$ cat src/conv_defs.svh
// Bus widths and pin selector codes; addresses assume byte addressing with 32-bit words.
`ifndef CONV_DEFS_SVH
`define CONV_DEFS_SVH

// TCDM byte address and local buffer address widths.
`define CONV_ADDR_W 20
`define CONV_LADDR_W 12
`define CONV_DATA_W 32
`define CONV_DIM_W 9
`define CONV_NPIX_W 16
`define CONV_MAC_W 8
`define CONV_MAC_N 8

// Codes of select_ext_base_temp.
`define CONV_SEL_FILTER_BASE 2'd0
`define CONV_SEL_PIXEL_BASE 2'd1
`define CONV_SEL_BIAS_BASE 2'd2
`define CONV_SEL_RESULT_BASE 2'd3

`define CONV_WORD_STRIDE 4

`endif

$ cat src/conv_pkg.sv
// Shared types of the wrapper; all widths come from conv_defs.svh.
`include "conv_defs.svh"

package conv_pkg;

	typedef logic [`CONV_ADDR_W-1:0] tcdm_addr_t;
	typedef logic [`CONV_LADDR_W-1:0] laddr_t;
	typedef logic [`CONV_DATA_W-1:0] word_t;
	typedef logic [`CONV_DIM_W-1:0] dim_t;
	typedef logic [`CONV_MAC_W-1:0] mac_byte_t;
	typedef logic [`CONV_NPIX_W-1:0] npix_t;

	// Phases run in this order.
	typedef enum logic [2:0] {
		IDLE,
		LOAD_BIAS,
		LOAD_FILTER,
		LOAD_PIXEL,
		COMPUTE,
		STORE,
		DONE
	} ctrl_state_t;

	// wen high is a read.
	typedef struct packed {
		logic req;
		logic wen;
		tcdm_addr_t addr;
	} tcdm_req_t;

	typedef struct packed {
		tcdm_addr_t filter;
		tcdm_addr_t pixel;
		tcdm_addr_t bias;
		tcdm_addr_t result;
	} ext_bases_t;

	typedef mac_byte_t [`CONV_MAC_N-1:0] mac_bank_t;

endpackage

$ cat src/conv2d_ctrl.sv
// Phase sequencer; zero geometry is not supported and local addresses wrap at 4096 words.
`timescale 1ns/1ps
`include "conv_defs.svh"

module conv2d_ctrl (
	input  logic                 clk,
	input  logic                 rst_n,
	input  logic                 start2d,
	input  conv_pkg::dim_t       width,
	input  conv_pkg::dim_t       height,
	input  conv_pkg::dim_t       channels,
	input  conv_pkg::dim_t       filters,
	input  conv_pkg::npix_t      total_pixels,
	input  conv_pkg::ext_bases_t bases,
	input  conv_pkg::word_t      pixel_rdata,
	input  conv_pkg::word_t      bias_rdata,
	input  conv_pkg::word_t      coef1_rdata,
	input  conv_pkg::mac_bank_t  mac_din,
	input  logic                 tcdm1_gnt,
	input  logic                 tcdm2_gnt,
	input  logic                 tcdm3_gnt,
	input  logic [15:0]          quant,
	input  logic [2:0]           shift,
	output logic                 done2d,
	output logic                 csel,
	output logic                 sat,
	output logic [1:0]           math_mode,
	output logic [5:0]           outsel,
	output logic                 mac_clr,
	output logic                 mac_clken,
	output logic                 pixel_wen,
	output logic                 filter1_wen,
	output logic                 filter2_wen,
	output logic                 bias_wen,
	output conv_pkg::laddr_t     bias_raddr,
	output conv_pkg::laddr_t     bias_waddr,
	output conv_pkg::laddr_t     pixel_raddr,
	output conv_pkg::laddr_t     pixel_waddr,
	output conv_pkg::laddr_t     filter_raddr,
	output conv_pkg::laddr_t     filter_waddr,
	output conv_pkg::word_t      pixel_wdata,
	output conv_pkg::word_t      filter_wdata,
	output conv_pkg::word_t      bias_wdata,
	output conv_pkg::word_t      result_wdata,
	output conv_pkg::tcdm_req_t  port1,
	output conv_pkg::tcdm_req_t  port2,
	output conv_pkg::tcdm_req_t  port3,
	output logic [15:0]          debug
);

	conv_pkg::ctrl_state_t state;
	logic [`CONV_ADDR_W-1:0] wcnt;
	logic [`CONV_ADDR_W-1:0] wlimit;
	logic [`CONV_ADDR_W-1:0] n_filt;
	conv_pkg::npix_t mcnt;
	conv_pkg::npix_t n_mac;
	conv_pkg::tcdm_addr_t woff;
	conv_pkg::laddr_t waddr;
	conv_pkg::laddr_t pptr;
	conv_pkg::laddr_t fptr;
	conv_pkg::laddr_t plane;
	conv_pkg::word_t pixel_hold;
	conv_pkg::word_t filter_hold;
	conv_pkg::word_t bias_hold;
	logic [1:0] kx;
	logic [1:0] ky;
	logic f_gnt;
	logic adv;
	logic wlast;

	assign n_filt = {11'd0, filters} * {11'd0, channels} * 20'd3; // Three row words per channel.
	assign n_mac = {7'd0, channels} * 16'd9;
	assign plane = {3'd0, width} * {3'd0, height};

	always_comb begin
		case (state)
			conv_pkg::LOAD_BIAS: wlimit = {11'd0, filters};
			conv_pkg::LOAD_FILTER: wlimit = n_filt;
			default: wlimit = {4'd0, total_pixels};
		endcase
	end

	assign wlast = (wcnt == wlimit - 20'd1);
	assign woff = conv_pkg::tcdm_addr_t'(wcnt * `CONV_WORD_STRIDE);
	assign waddr = conv_pkg::laddr_t'(wcnt);

	always_comb begin
		port1.req = (state == conv_pkg::LOAD_FILTER) || (state == conv_pkg::LOAD_PIXEL);
		port1.wen = 1'b1;
		port1.addr = (state == conv_pkg::LOAD_PIXEL) ? bases.pixel + woff : bases.filter + woff;
		port2.req = (state == conv_pkg::STORE);
		port2.wen = 1'b0; // Result writes.
		port2.addr = bases.result + woff;
		port3.req = (state == conv_pkg::LOAD_BIAS);
		port3.wen = 1'b1;
		port3.addr = bases.bias + woff;
	end

	assign f_gnt = (state == conv_pkg::LOAD_FILTER) && tcdm1_gnt;
	assign bias_wen = (state == conv_pkg::LOAD_BIAS) && tcdm3_gnt;
	assign filter1_wen = f_gnt && !wcnt[0];
	assign filter2_wen = f_gnt && wcnt[0];
	assign pixel_wen = (state == conv_pkg::LOAD_PIXEL) && tcdm1_gnt;
	assign adv = bias_wen || f_gnt || pixel_wen || (port2.req && tcdm2_gnt);

	always_ff @(posedge clk) begin
		if (!rst_n) begin
			state <= conv_pkg::IDLE;
			wcnt <= '0;
			mcnt <= '0;
		end else begin
			if (adv)
				wcnt <= wlast ? '0 : wcnt + 20'd1;
			case (state)
				conv_pkg::IDLE: if (start2d) state <= conv_pkg::LOAD_BIAS;
				conv_pkg::LOAD_BIAS: if (adv && wlast) state <= conv_pkg::LOAD_FILTER;
				conv_pkg::LOAD_FILTER: if (adv && wlast) state <= conv_pkg::LOAD_PIXEL;
				conv_pkg::LOAD_PIXEL: if (adv && wlast) state <= conv_pkg::COMPUTE;
				conv_pkg::COMPUTE: begin
					mcnt <= (mcnt == n_mac) ? '0 : mcnt + 16'd1;
					if (mcnt == n_mac)
						state <= conv_pkg::STORE;
				end
				conv_pkg::STORE: if (adv) state <= wlast ? conv_pkg::DONE : conv_pkg::COMPUTE;
				default: state <= conv_pkg::IDLE;
			endcase
		end
	end

	// Window walk over the 3x3 taps of each channel plane.
	always_ff @(posedge clk) begin
		if (!rst_n) begin
			pptr <= '0;
			fptr <= '0;
			kx <= '0;
			ky <= '0;
		end else if (mac_clr) begin
			pptr <= waddr;
			fptr <= '0;
			kx <= '0;
			ky <= '0;
		end else if (mac_clken) begin
			if (kx != 2'd2) begin
				pptr <= pptr + 12'd1;
				kx <= kx + 2'd1;
			end else begin
				kx <= '0;
				fptr <= fptr + 12'd1; // Next filter row word.
				if (ky != 2'd2) begin
					pptr <= pptr + conv_pkg::laddr_t'(width) - 12'd2;
					ky <= ky + 2'd1;
				end else begin
					pptr <= pptr + plane - conv_pkg::laddr_t'(width) * 12'd2 - 12'd2;
					ky <= '0;
				end
			end
		end
	end

	always_ff @(posedge clk) begin
		if (bias_wen)
			bias_hold <= bias_rdata;
		if (f_gnt)
			filter_hold <= coef1_rdata;
		if (pixel_wen)
			pixel_hold <= pixel_rdata;
	end

	assign bias_wdata = bias_wen ? bias_rdata : bias_hold;
	assign filter_wdata = f_gnt ? coef1_rdata : filter_hold;
	assign pixel_wdata = pixel_wen ? pixel_rdata : pixel_hold;
	assign result_wdata = mac_din[3:0]; // Slot 0 in the low byte.

	assign mac_clr = (state == conv_pkg::COMPUTE) && (mcnt == '0);
	assign mac_clken = (state == conv_pkg::COMPUTE) && (mcnt != '0);
	assign pixel_raddr = pptr;
	assign filter_raddr = fptr;
	assign bias_raddr = waddr;
	assign bias_waddr = waddr;
	assign pixel_waddr = waddr;
	assign filter_waddr = waddr;

	assign done2d = (state == conv_pkg::DONE);
	assign csel = (state == conv_pkg::COMPUTE);
	assign sat = (state == conv_pkg::STORE);
	assign outsel = wcnt[5:0];

	always_comb begin
		case (state)
			conv_pkg::LOAD_BIAS, conv_pkg::LOAD_FILTER, conv_pkg::LOAD_PIXEL: math_mode = 2'd1;
			conv_pkg::COMPUTE: math_mode = 2'd2;
			conv_pkg::STORE: math_mode = 2'd3;
			default: math_mode = 2'd0;
		endcase
	end

	assign debug = {state, quant[9:0], shift};

	a_wen_onehot: assert property (@(posedge clk) disable iff (!rst_n)
		$onehot0({pixel_wen, filter1_wen, filter2_wen, bias_wen}));

	// A waiting request keeps its address until its own grant.
	a_port1_hold: assert property (@(posedge clk) disable iff (!rst_n)
		port1.req && !tcdm1_gnt |=> port1.req && $stable(port1.addr));
	a_port2_hold: assert property (@(posedge clk) disable iff (!rst_n)
		port2.req && !tcdm2_gnt |=> port2.req && $stable(port2.addr));
	a_port3_hold: assert property (@(posedge clk) disable iff (!rst_n)
		port3.req && !tcdm3_gnt |=> port3.req && $stable(port3.addr));

endmodule

$ cat src/pin_stage_regs.sv
// Staged values update one cycle after the pins; only the selected slot changes each cycle.
`timescale 1ns/1ps
`include "conv_defs.svh"

module pin_stage_regs (
	input  logic                   clk,
	input  logic                   rst_n,
	input  conv_pkg::tcdm_addr_t   ext_base_temp,
	input  logic [1:0]             select_ext_base_temp,
	input  conv_pkg::word_t        rdata_temp,
	input  logic [1:0]             select_rdata_temp,
	input  conv_pkg::mac_byte_t    mac_temp_din,
	input  logic [2:0]             select_mac_temp_din,
	input  logic [1:0]             select_pixel_filter_temp,
	input  conv_pkg::laddr_t       filter_raddr,
	input  conv_pkg::laddr_t       filter_waddr,
	input  conv_pkg::laddr_t       pixel_raddr,
	input  conv_pkg::laddr_t       pixel_waddr,
	output conv_pkg::ext_bases_t   bases,
	output conv_pkg::word_t        pixel_rdata,
	output conv_pkg::word_t        bias_rdata,
	output conv_pkg::word_t        coef1_rdata,
	output conv_pkg::word_t        coef2_rdata,
	output conv_pkg::mac_bank_t    mac_din,
	output conv_pkg::laddr_t       temp_addr
);

	always_ff @(posedge clk) begin
		if (!rst_n) begin
			bases <= '0;
			pixel_rdata <= '0;
			bias_rdata <= '0;
			coef1_rdata <= '0;
			coef2_rdata <= '0;
			mac_din <= '0;
			temp_addr <= '0;
		end else begin
			case (select_ext_base_temp)
				`CONV_SEL_FILTER_BASE: bases.filter <= ext_base_temp;
				`CONV_SEL_PIXEL_BASE: bases.pixel <= ext_base_temp;
				`CONV_SEL_BIAS_BASE: bases.bias <= ext_base_temp;
				`CONV_SEL_RESULT_BASE: bases.result <= ext_base_temp;
			endcase

			case (select_rdata_temp)
				2'd0: pixel_rdata <= rdata_temp;
				2'd1: bias_rdata <= rdata_temp;
				2'd2: coef2_rdata <= rdata_temp;
				2'd3: coef1_rdata <= rdata_temp;
			endcase

			mac_din[select_mac_temp_din] <= mac_temp_din; // One MAC byte per cycle.

			// Local address made visible on the 12-bit pin.
			case (select_pixel_filter_temp)
				2'd0: temp_addr <= filter_raddr;
				2'd1: temp_addr <= filter_waddr;
				2'd2: temp_addr <= pixel_raddr;
				2'd3: temp_addr <= pixel_waddr;
			endcase
		end
	end

endmodule

$ cat src/tcdm_port_select.sv
// Shared pins lag the selected port by one cycle; port 3 wins whenever ports 1 and 2 are idle.
`timescale 1ns/1ps

module tcdm_port_select (
	input  logic                clk,
	input  logic                rst_n,
	input  conv_pkg::tcdm_req_t port1,
	input  conv_pkg::tcdm_req_t port2,
	input  conv_pkg::tcdm_req_t port3,
	input  logic                tcdm1_gnt,
	input  logic                tcdm1_valid,
	input  logic                tcdm2_gnt,
	input  logic                tcdm2_valid,
	input  conv_pkg::word_t     tcdm_temp_rdata,
	output conv_pkg::tcdm_req_t shared,
	output conv_pkg::word_t     rdata1,
	output conv_pkg::word_t     rdata2,
	output conv_pkg::word_t     rdata3
);

	logic win1;
	logic win2;

	assign win1 = tcdm1_gnt && tcdm1_valid;
	assign win2 = tcdm2_gnt && tcdm2_valid;

	always_ff @(posedge clk) begin
		if (!rst_n)
			shared <= '0;
		else if (win1)
			shared <= port1;
		else if (win2)
			shared <= port2;
		else
			shared <= port3;
	end

	always_ff @(posedge clk) begin
		if (win1)
			rdata1 <= tcdm_temp_rdata;
		else if (win2)
			rdata2 <= tcdm_temp_rdata;
		else
			rdata3 <= tcdm_temp_rdata; // Same priority as the request copy.
	end

	// First copy taken after reset release comes from idle ports.
	a_req_after_reset: assert property (@(posedge clk) $rose(rst_n) |=> !shared.req);

endmodule

$ cat src/wrapper_conv2d.sv
// Pad-limited top; wide operands arrive over several cycles through the staging selectors.
`timescale 1ns/1ps

module wrapper_conv2d (
	input  logic                 clk,
	input  logic                 rst_n,
	input  logic                 start2d,
	output logic                 done2d,
	input  conv_pkg::dim_t       width,
	input  conv_pkg::dim_t       height,
	input  conv_pkg::dim_t       channels,
	input  conv_pkg::dim_t       filters,
	input  conv_pkg::tcdm_addr_t ext_base_temp,
	input  logic [1:0]           select_ext_base_temp,
	output logic                 csel,
	output logic                 sat,
	output logic [1:0]           math_mode,
	output logic [5:0]           outsel,
	output logic                 mac_clr,
	output logic                 mac_clken,
	output logic                 pixel_wen,
	output logic                 filter1_wen,
	output logic                 filter2_wen,
	output logic                 bias_wen,
	input  conv_pkg::npix_t      total_pixels,
	output conv_pkg::laddr_t     bias_raddr,
	output conv_pkg::laddr_t     bias_waddr,
	output conv_pkg::laddr_t     temp_addr,
	input  logic [1:0]           select_pixel_filter_temp,
	output conv_pkg::word_t      mux_data_32,
	input  logic [2:0]           sel_mux_data_32,
	input  conv_pkg::word_t      rdata_temp,
	input  logic [1:0]           select_rdata_temp,
	input  conv_pkg::mac_byte_t  mac_temp_din,
	input  logic [2:0]           select_mac_temp_din,
	output conv_pkg::tcdm_addr_t tcdm_temp_addr,
	input  conv_pkg::word_t      tcdm_temp_rdata,
	output logic                 tcdm_temp_req,
	output logic                 tcdm_temp_wen,
	input  logic                 tcdm1_gnt,
	input  logic                 tcdm1_valid,
	input  logic                 tcdm2_gnt,
	input  logic                 tcdm2_valid,
	input  logic                 tcdm3_gnt,
	input  logic [15:0]          quant,
	input  logic [2:0]           shift,
	output logic [15:0]          debug
);

	conv_pkg::ext_bases_t bases;
	conv_pkg::mac_bank_t mac_din;
	conv_pkg::word_t pixel_rdata, bias_rdata, coef1_rdata, coef2_rdata;
	conv_pkg::word_t pixel_wdata, filter_wdata, bias_wdata, result_wdata;
	conv_pkg::laddr_t filter_raddr, filter_waddr, pixel_raddr, pixel_waddr;
	conv_pkg::tcdm_req_t port1, port2, port3, shared;

	pin_stage_regs u_stage (
		.clk, .rst_n, .ext_base_temp, .select_ext_base_temp, .rdata_temp, .select_rdata_temp,
		.mac_temp_din, .select_mac_temp_din, .select_pixel_filter_temp,
		.filter_raddr, .filter_waddr, .pixel_raddr, .pixel_waddr,
		.bases, .pixel_rdata, .bias_rdata, .coef1_rdata, .coef2_rdata, .mac_din, .temp_addr
	);

	conv2d_ctrl u_ctrl (
		.clk, .rst_n, .start2d, .width, .height, .channels, .filters, .total_pixels, .bases,
		.pixel_rdata, .bias_rdata, .coef1_rdata, .mac_din, .tcdm1_gnt, .tcdm2_gnt, .tcdm3_gnt,
		.quant, .shift, .done2d, .csel, .sat, .math_mode, .outsel, .mac_clr, .mac_clken,
		.pixel_wen, .filter1_wen, .filter2_wen, .bias_wen, .bias_raddr, .bias_waddr,
		.pixel_raddr, .pixel_waddr, .filter_raddr, .filter_waddr,
		.pixel_wdata, .filter_wdata, .bias_wdata, .result_wdata,
		.port1, .port2, .port3, .debug
	);

	tcdm_port_select u_psel (
		.clk, .rst_n, .port1, .port2, .port3, .tcdm1_gnt, .tcdm1_valid,
		.tcdm2_gnt, .tcdm2_valid, .tcdm_temp_rdata, .shared,
		.rdata1(), .rdata2(), .rdata3()
	);

	assign tcdm_temp_req = shared.req;
	assign tcdm_temp_wen = shared.wen;
	assign tcdm_temp_addr = shared.addr;

	// Debug view of the write data and staged read words.
	always_comb begin
		case (sel_mux_data_32)
			3'd0: mux_data_32 = result_wdata;
			3'd1: mux_data_32 = bias_wdata;
			3'd2: mux_data_32 = pixel_wdata;
			3'd3: mux_data_32 = filter_wdata;
			3'd4: mux_data_32 = coef1_rdata;
			3'd5: mux_data_32 = coef2_rdata;
			3'd6: mux_data_32 = pixel_rdata;
			default: mux_data_32 = bias_rdata;
		endcase
	end

endmodule

$ cat config.mk
export PLATFORM = sky130hd
export DESIGN_NAME = wrapper_conv2d
export DESIGN_NICKNAME = d
export VERILOG_FILES = /design/src/conv_pkg.sv /design/src/conv2d_ctrl.sv /design/src/pin_stage_regs.sv /design/src/tcdm_port_select.sv /design/src/wrapper_conv2d.sv
export VERILOG_INCLUDE_DIRS = /design/src
export SDC_FILE = /design/constraint.sdc
export NUM_CORES = 2
export LEC_CHECK = 0
export ABC_AREA = 1
export BUFFER_PORTS_ARGS = -buffer_cell sky130_fd_sc_hd__buf_2
export CORE_ASPECT_RATIO = 0.75
export CORE_MARGIN = 2
export CORE_UTILIZATION = 25
export CTS_BUF_LIST = sky130_fd_sc_hd__clkbuf_2 sky130_fd_sc_hd__clkbuf_4 sky130_fd_sc_hd__clkbuf_8
export DETAILED_ROUTE_END_ITERATION = 8
export HOLD_SLACK_MARGIN = 0.12
export SLEW_MARGIN = 10
export SYNTH_ARGS = -nofsm -noshare
export SYNTH_HDL_FRONTEND = slang
export SYNTH_SLANG_ARGS = --single-unit
$ cat constraint.sdc
create_clock -name clk -period 20.1 [get_ports clk]
set_input_delay 3.015 -clock clk [delete_from_list [all_inputs] [get_ports clk]]
set_output_delay 3.015 -clock clk [all_outputs]
set_load 0.01 [all_outputs]
After elaboration in Yosys (flattened, before gate mapping). Cells that the tools add are included.

Output and inout port bits: 123. Register bits: 469. Bits in latches: 0. Bits in read-only memories: 0. Memories: 0. Word-level logic and storage cells: 144. Bits in writable memories: 0. Input bits: 183.

Reductions and logical operators: 30. Add/subtract/negate cells: 16. Magnitude comparators: 2. Bitwise logic cells: 2. Multiply operators: 4. Div/mod/pow operators: 0. Equality and inequality tests: 31. Shift-type cells: 0. Multiplexer cells: 29.

Operator list (number): case mux 32 bit (7 select lines) (1); 2-to-1 mux 32 bit (3); adder 20 bit (4); bitwise mux 64 bit (1); 2-to-1 mux 12 bit (4); 2-to-1 mux 22 bit (2); 2-to-1 mux 20 bit (2); case mux 20 bit (2 select lines) (1); case mux 12 bit (3 select lines) (1); adder 12 x 1 -> 12 bit (second input constant) (2); demux 8 bit (select 3 bit) (1); subtractor 12 x 2 -> 12 bit (second input constant) (2); adder 20 x 1 -> 20 bit (second input constant) (1); equality test 20 bit (1); multiplier 18 x 2 -> 20 bit (second input constant) (1); subtractor 20 x 1 -> 20 bit (second input constant) (1); equality test 3 bit (second input constant) (6); multiplier 9 x 9 -> 18 bit (1); 2-to-1 mux 3 bit (6); case mux 3 bit (6 select lines) (1); adder 16 x 1 -> 16 bit (second input constant) (1); equality test 16 x 13 -> 1 bit (1); zero test 16 bit (1); 2-to-1 mux 16 bit (1); other kinds (29) (68).

Longest topological paths before layout.
Depth in word-level cells: 8. Mapped depth: 46. Mapped depth without buffers: 45.

Hierarchy. From an unflattened synthesis, not the netlist that was laid out.

Cell total of the unflattened synthesis: 4826. Area total of the unflattened synthesis: 35153.7 um2.

By module, submodules not included: conv2d_ctrl (area an instance 18059.8 um2, sequential area each 3263.1 um2, cells an instance 2622, times used 1); pin_stage_regs (area an instance 10425.0 um2, sequential area each 5685.5 um2, cells an instance 1383, times used 1); tcdm_port_select (area an instance 3975.1 um2, sequential area each 3323.2 um2, cells an instance 269, times used 1); wrapper_conv2d (area an instance 2693.8 um2, sequential area each 0.0 um2, cells an instance 552, times used 1).

Worst setup path after synthesis. Ideal clock, no wire load.

Path kind: input port to flip-flop. Start point: input port channels[2]. End point: register u_ctrl.wcnt[17]. Stages: 42. Buffers on the path: 2. Setup time: 108 ps. Path slack: 10663 ps. Data required time: 19992 ps. Data arrival time: 9329 ps. Path through: clkbuf_1 -> nand2_1 -> fa_1 -> fa_1 -> inv_1 -> ha_1 -> fa_1 -> inv_1 -> fa_1 -> o31ai_1 -> nand2_1 -> nand2_1 -> a21oi_1 -> o21ai_0 -> a21oi_1 -> o21bai_1 -> a21oi_1 -> o21bai_1 -> [6 not listed] -> nor2_1 -> nor2_1 -> nand2_1 -> nand2_1 -> nand3_1 -> nand2_1 -> inv_1 -> nand2_1 -> nor2_1 -> xnor2_1 -> nand2_1 -> nor2_2 -> nand3_2 -> nand2_2 -> inv_4 -> buf_6 -> nand3_2 -> inv_2.

Word-level cells in the longest chain between the ends: 6.

Ends and longest elaborated chain: start, declared (RTL line wrapper_conv2d.sv:11) `input conv_pkg::dim_t channels,`; multiplier 9 x 9 -> 18 bit (RTL line conv2d_ctrl.sv:71) `assign n_filt = {11'd0, filters} * {11'd0, channels} * 20'd3;`; multiplier 18 x 2 -> 20 bit (RTL line conv2d_ctrl.sv:71); case mux 20 bit (2 select lines) (RTL line conv2d_ctrl.sv:76) `case (state)`; subtractor 20 x 1 -> 20 bit (RTL line conv2d_ctrl.sv:83) `assign wlast = (wcnt == wlimit - 20'd1);`; equality test 20 bit (RTL line conv2d_ctrl.sv:83); 2-to-1 mux 20 bit (RTL line conv2d_ctrl.sv:113) `wcnt <= wlast ? '0 : wcnt + 20'd1;`; end signal, assigned (RTL line conv2d_ctrl.sv:113); end, declared (RTL line conv2d_ctrl.sv:52) `` logic [`CONV_ADDR_W-1:0] wcnt; ``.

Every way passes these cells. A chain may end at the register's enable or synchronous reset.

Final worst setup path.
Start point: input port channels[2]. End point: register u_ctrl.wcnt[2].

The elaborated chain is that of the path after synthesis.

==> key figures <==
Yosys
  – Post-synth EDFFs: 0
  – Distinct cells, synth: 60
  – Ranking of synthesized cells by area: dfxtp_1 (32%), nand2_1 (13%), fa_1 (8.4%)
  – Synth async-reset ratio: 0%
  – Primary FF master, synth: dfxtp_1
  – Cell count after synthesis: 3924
  – Share of the synthesized area in the top cell type: 31.9%
  – #FFs+latches synth: 437
  – Seq/Total Area, Yosys: 31.9%
  – Syn nets: 4359
  – Mapped cell area: 27400 um^2
  – Syn Area/Cell: 6.99 um^2
  – Largest area contributor in the netlist: dfxtp_1
  – Synth Warn #: 0

Clock network
  – Setup Buffers After CTS: 0
  – Number of H-tree levels: 3
  – # clock sinks: 437
  – CTS Buf Count: 75
  – Clk root buf: clkbuf_8
  – Hold bufs inserted after CTS: 0
  – CTS tree: done
  – Post-CTS Resized: 0
  – Clock latency on the worst-skew pair: 0.71 ns
  – Clock buffer depth: 3
  – Clk slew on worst S/H paths: 0.06 ns

Final layout
  – Layout cell share with drive strength beyond 1: 12.2%
  – Filler instances: 11900
  – Commonest non-fill, non-tap cell in the layout: nand2_1
  – Layout Nets: 4509
  – Most frequent cells in the layout: nand2_1 (944), nor2_1 (588), inv_1 (466)
  – Max reg flops: 80
  – Largest register by flop count: u_stage.bases
  – Final instance area: 31600 um^2
  – Layout area overhead: 15.0%

Status
  – Status: complete, no violations

Timing
  – Setup ws final: 10.54 ns
  – Layout Skew: 0.0370 ns
  – Final period util: 47.6%
  – Final slew viol count: 0
  – RSZ-0062 raised after global routing: no
  – Slew HR: 25.3%
  – Fin Setup TNS: 0 ns
  – Final setup viols: 0
  – Worst Max-Slew Pin Slew: 1.11 ns
  – Final Critical Period: 9.56 ns
  – Max Fclk: 105 MHz
  – Final Hold Vio Count: 0

Floorplanning
  – I/O Pins: 306
  – Starting Density: 25.1%
  – Die area: 112000 um^2
  – Chip height: 291 um
  – Core Footprint: 109000 um^2
  – Die X: 387 um
  – # rows: 105

Worst setup path
  – Critical Path Start: channels[2]
  – Reg2reg start: u_ctrl.state[0]
  – Highest net fanout along the worst path: 17
  – Arrival @ worst endpoint: 10.19 ns
  – Reg2reg end: u_psel.shared[18]
  – R2R cell count: 27
  – CP peak stage delay: 0.58 ns
  – Critical-path top delay cell: fa_1
  – CP Launch Type: primary input
  – Critical setup path kind: in2reg
  – Setup crit end kind: flip-flop
  – Worst R2R Setup Slack: 14.93 ns
  – Cell mode on critical path: nand2_1
  – Critical path data required time: 20.72 ns

Pwr
  – Sw Pwr: 1.78 mW
  – Leak: 15.3 nW
  – Logic pwr share: 50.8%
  – Clock network power share: 23.0%
  – Worst vdd ir: 0.000129 V
  – Share of power burned in registers: 26.2%
  – PD cells: 126 nW/um^2
  – Net Sw Frac: 44.9%
  – Power Internal: 2.19 mW

Worst hold path
  – Worst hold start: u_ctrl.pixel_hold[29]
  – Worst hold endpoint: u_ctrl.pixel_hold[29]
  – Hold Path Class: reg2reg
  – Worst Hold Path Cells: 2

Placed design
  – Routability cong.: 0.882
  – Detailed placement HPWL: 64900 um
  – DP Area: 29900 um^2
  – # port buffers: 241
  – Place WS: 9.89 ns

Global routing
  – Gr usage total: 16.2%
  – GRT Residual Overflow: 0
  – Initial antenna violation count: 19
  – Largest net degree at the start of global routing: 110
  – Vias in the first global route: 24300
  – Global-route wire length before repair: 143000 um

Drt
  – Routed via count: 25800
  – 1st-iter DRT viols: 1954
  – Routed wire length: 92800 um
  – Drt via density: 4.63
  – Drt pass-1 iters: 6
  – Final ANT Viol Nets: 0
  – Post-route DRC: 0
  – WL per Instance: 16.6 um

Flow run
  – Max cap viols: 0
==> worst max path at each step <==
stage,slack [ns],endpoint
floorplan,10.66,u_ctrl.wcnt[17]
global placement,9.94,u_ctrl.wcnt[3]
detailed placement,9.89,u_ctrl.wcnt[11]
CTS,10.64,u_ctrl.wcnt[3]
global route,9.87,u_ctrl.wcnt[3]
finish,10.54,u_ctrl.wcnt[2]
==> power groups by stage <==
stage	Combinational (mW)	Clock, mW	Sequential [mW]
floorplan	1.52	0	1.05
global placement	1.98	0	1.06
detailed placement	1.99	0	1.06
CTS	2.01	0.937	1.04
global route	2.32	0.978	1.05
finish	2.02	0.914	1.04
==> critical path, delay by kind of cell <==
kind / cells / cell delay (ns)
AND/OR/NAND/NOR: 18 / 1.86
adder cells (fa/ha/maj): 6 / 2.74
XOR/XNOR: 1 / 0.28
AO/OA/AOI/OAI: 7 / 1.41
buffers and inverters: 7 / 0.87
==> logic make-up after synthesis <==
kind of cell	synth area share [%]
buffers and inverters	10.4
flip-flops	31.9
AND/OR/NAND/NOR	27.5
XOR/XNOR	2.46
AO/OA/AOI/OAI	13.1
adder cells (fa/ha/maj)	14.6
==> stage by stage <==
| stage | util [%] | total power [mW] | hold slack [ns] | instances |
|---|---|---|---|---|
| 2_1_floorplan | - | 2.57 | 0.416 | 3924 |
| 3_3_place_gp | 27.4 | 3.04 | 0.426 | 5441 |
| 3_5_place_dp | 27.4 | 3.05 | 0.432 | 5441 |
| 4_1_cts | 28.9 | 3.99 | 0.447 | 5573 |
| 5_1_grt | 28.9 | 4.35 | 0.460 | 5579 |
| 6_report | 28.9 | 3.98 | 0.444 | 5581 |
==> cell usage after synthesis (7+ instances only) <==
cell / number
nor4_1: 10
o211ai_1: 9
nor2_2: 8
nand2_1: 944
xnor2_1: 23
o21bai_1: 7
buf_4: 45
dfxtp_1: 437
nor2_1: 594
fa_1: 115
nand4_1: 32
a22o_1: 24
o21ai_0: 320
nand3b_1: 14
nand2_2: 10
a21oi_1: 135
nor3_1: 28
clkbuf_1: 157
inv_1: 472
ha_1: 137
o22ai_1: 13
inv_2: 17
a221oi_1: 45
a31oi_1: 12
xor2_1: 54
nand3_2: 13
nand3_1: 145
o221ai_1: 24
==> area by class of cell <==
type | count | area [um^2] | area share [%]
multi-input combinational | 2776 | 15900 | 50.3
sequential | 437 | 8750 | 27.7
inverter | 499 | 1880 | 5.96
tap | 1444 | 1810 | 5.72
timing repair buffer | 285 | 1540 | 4.89
clock buffer | 114 | 1430 | 4.51
clock inverter | 18 | 253 | 0.800
antenna | 8 | 20.0 | 0.0634
==> per-layer routing <==
layer / share of wire [%] / track usage (%)
met2: 41 / 23.4
met5: 0.12 / 0
met1: 48 / 23.6
met3: 9.3 / 4.42
met4: 1.8 / 3.98
Note: power is estimated with default switching activity, not from simulation.
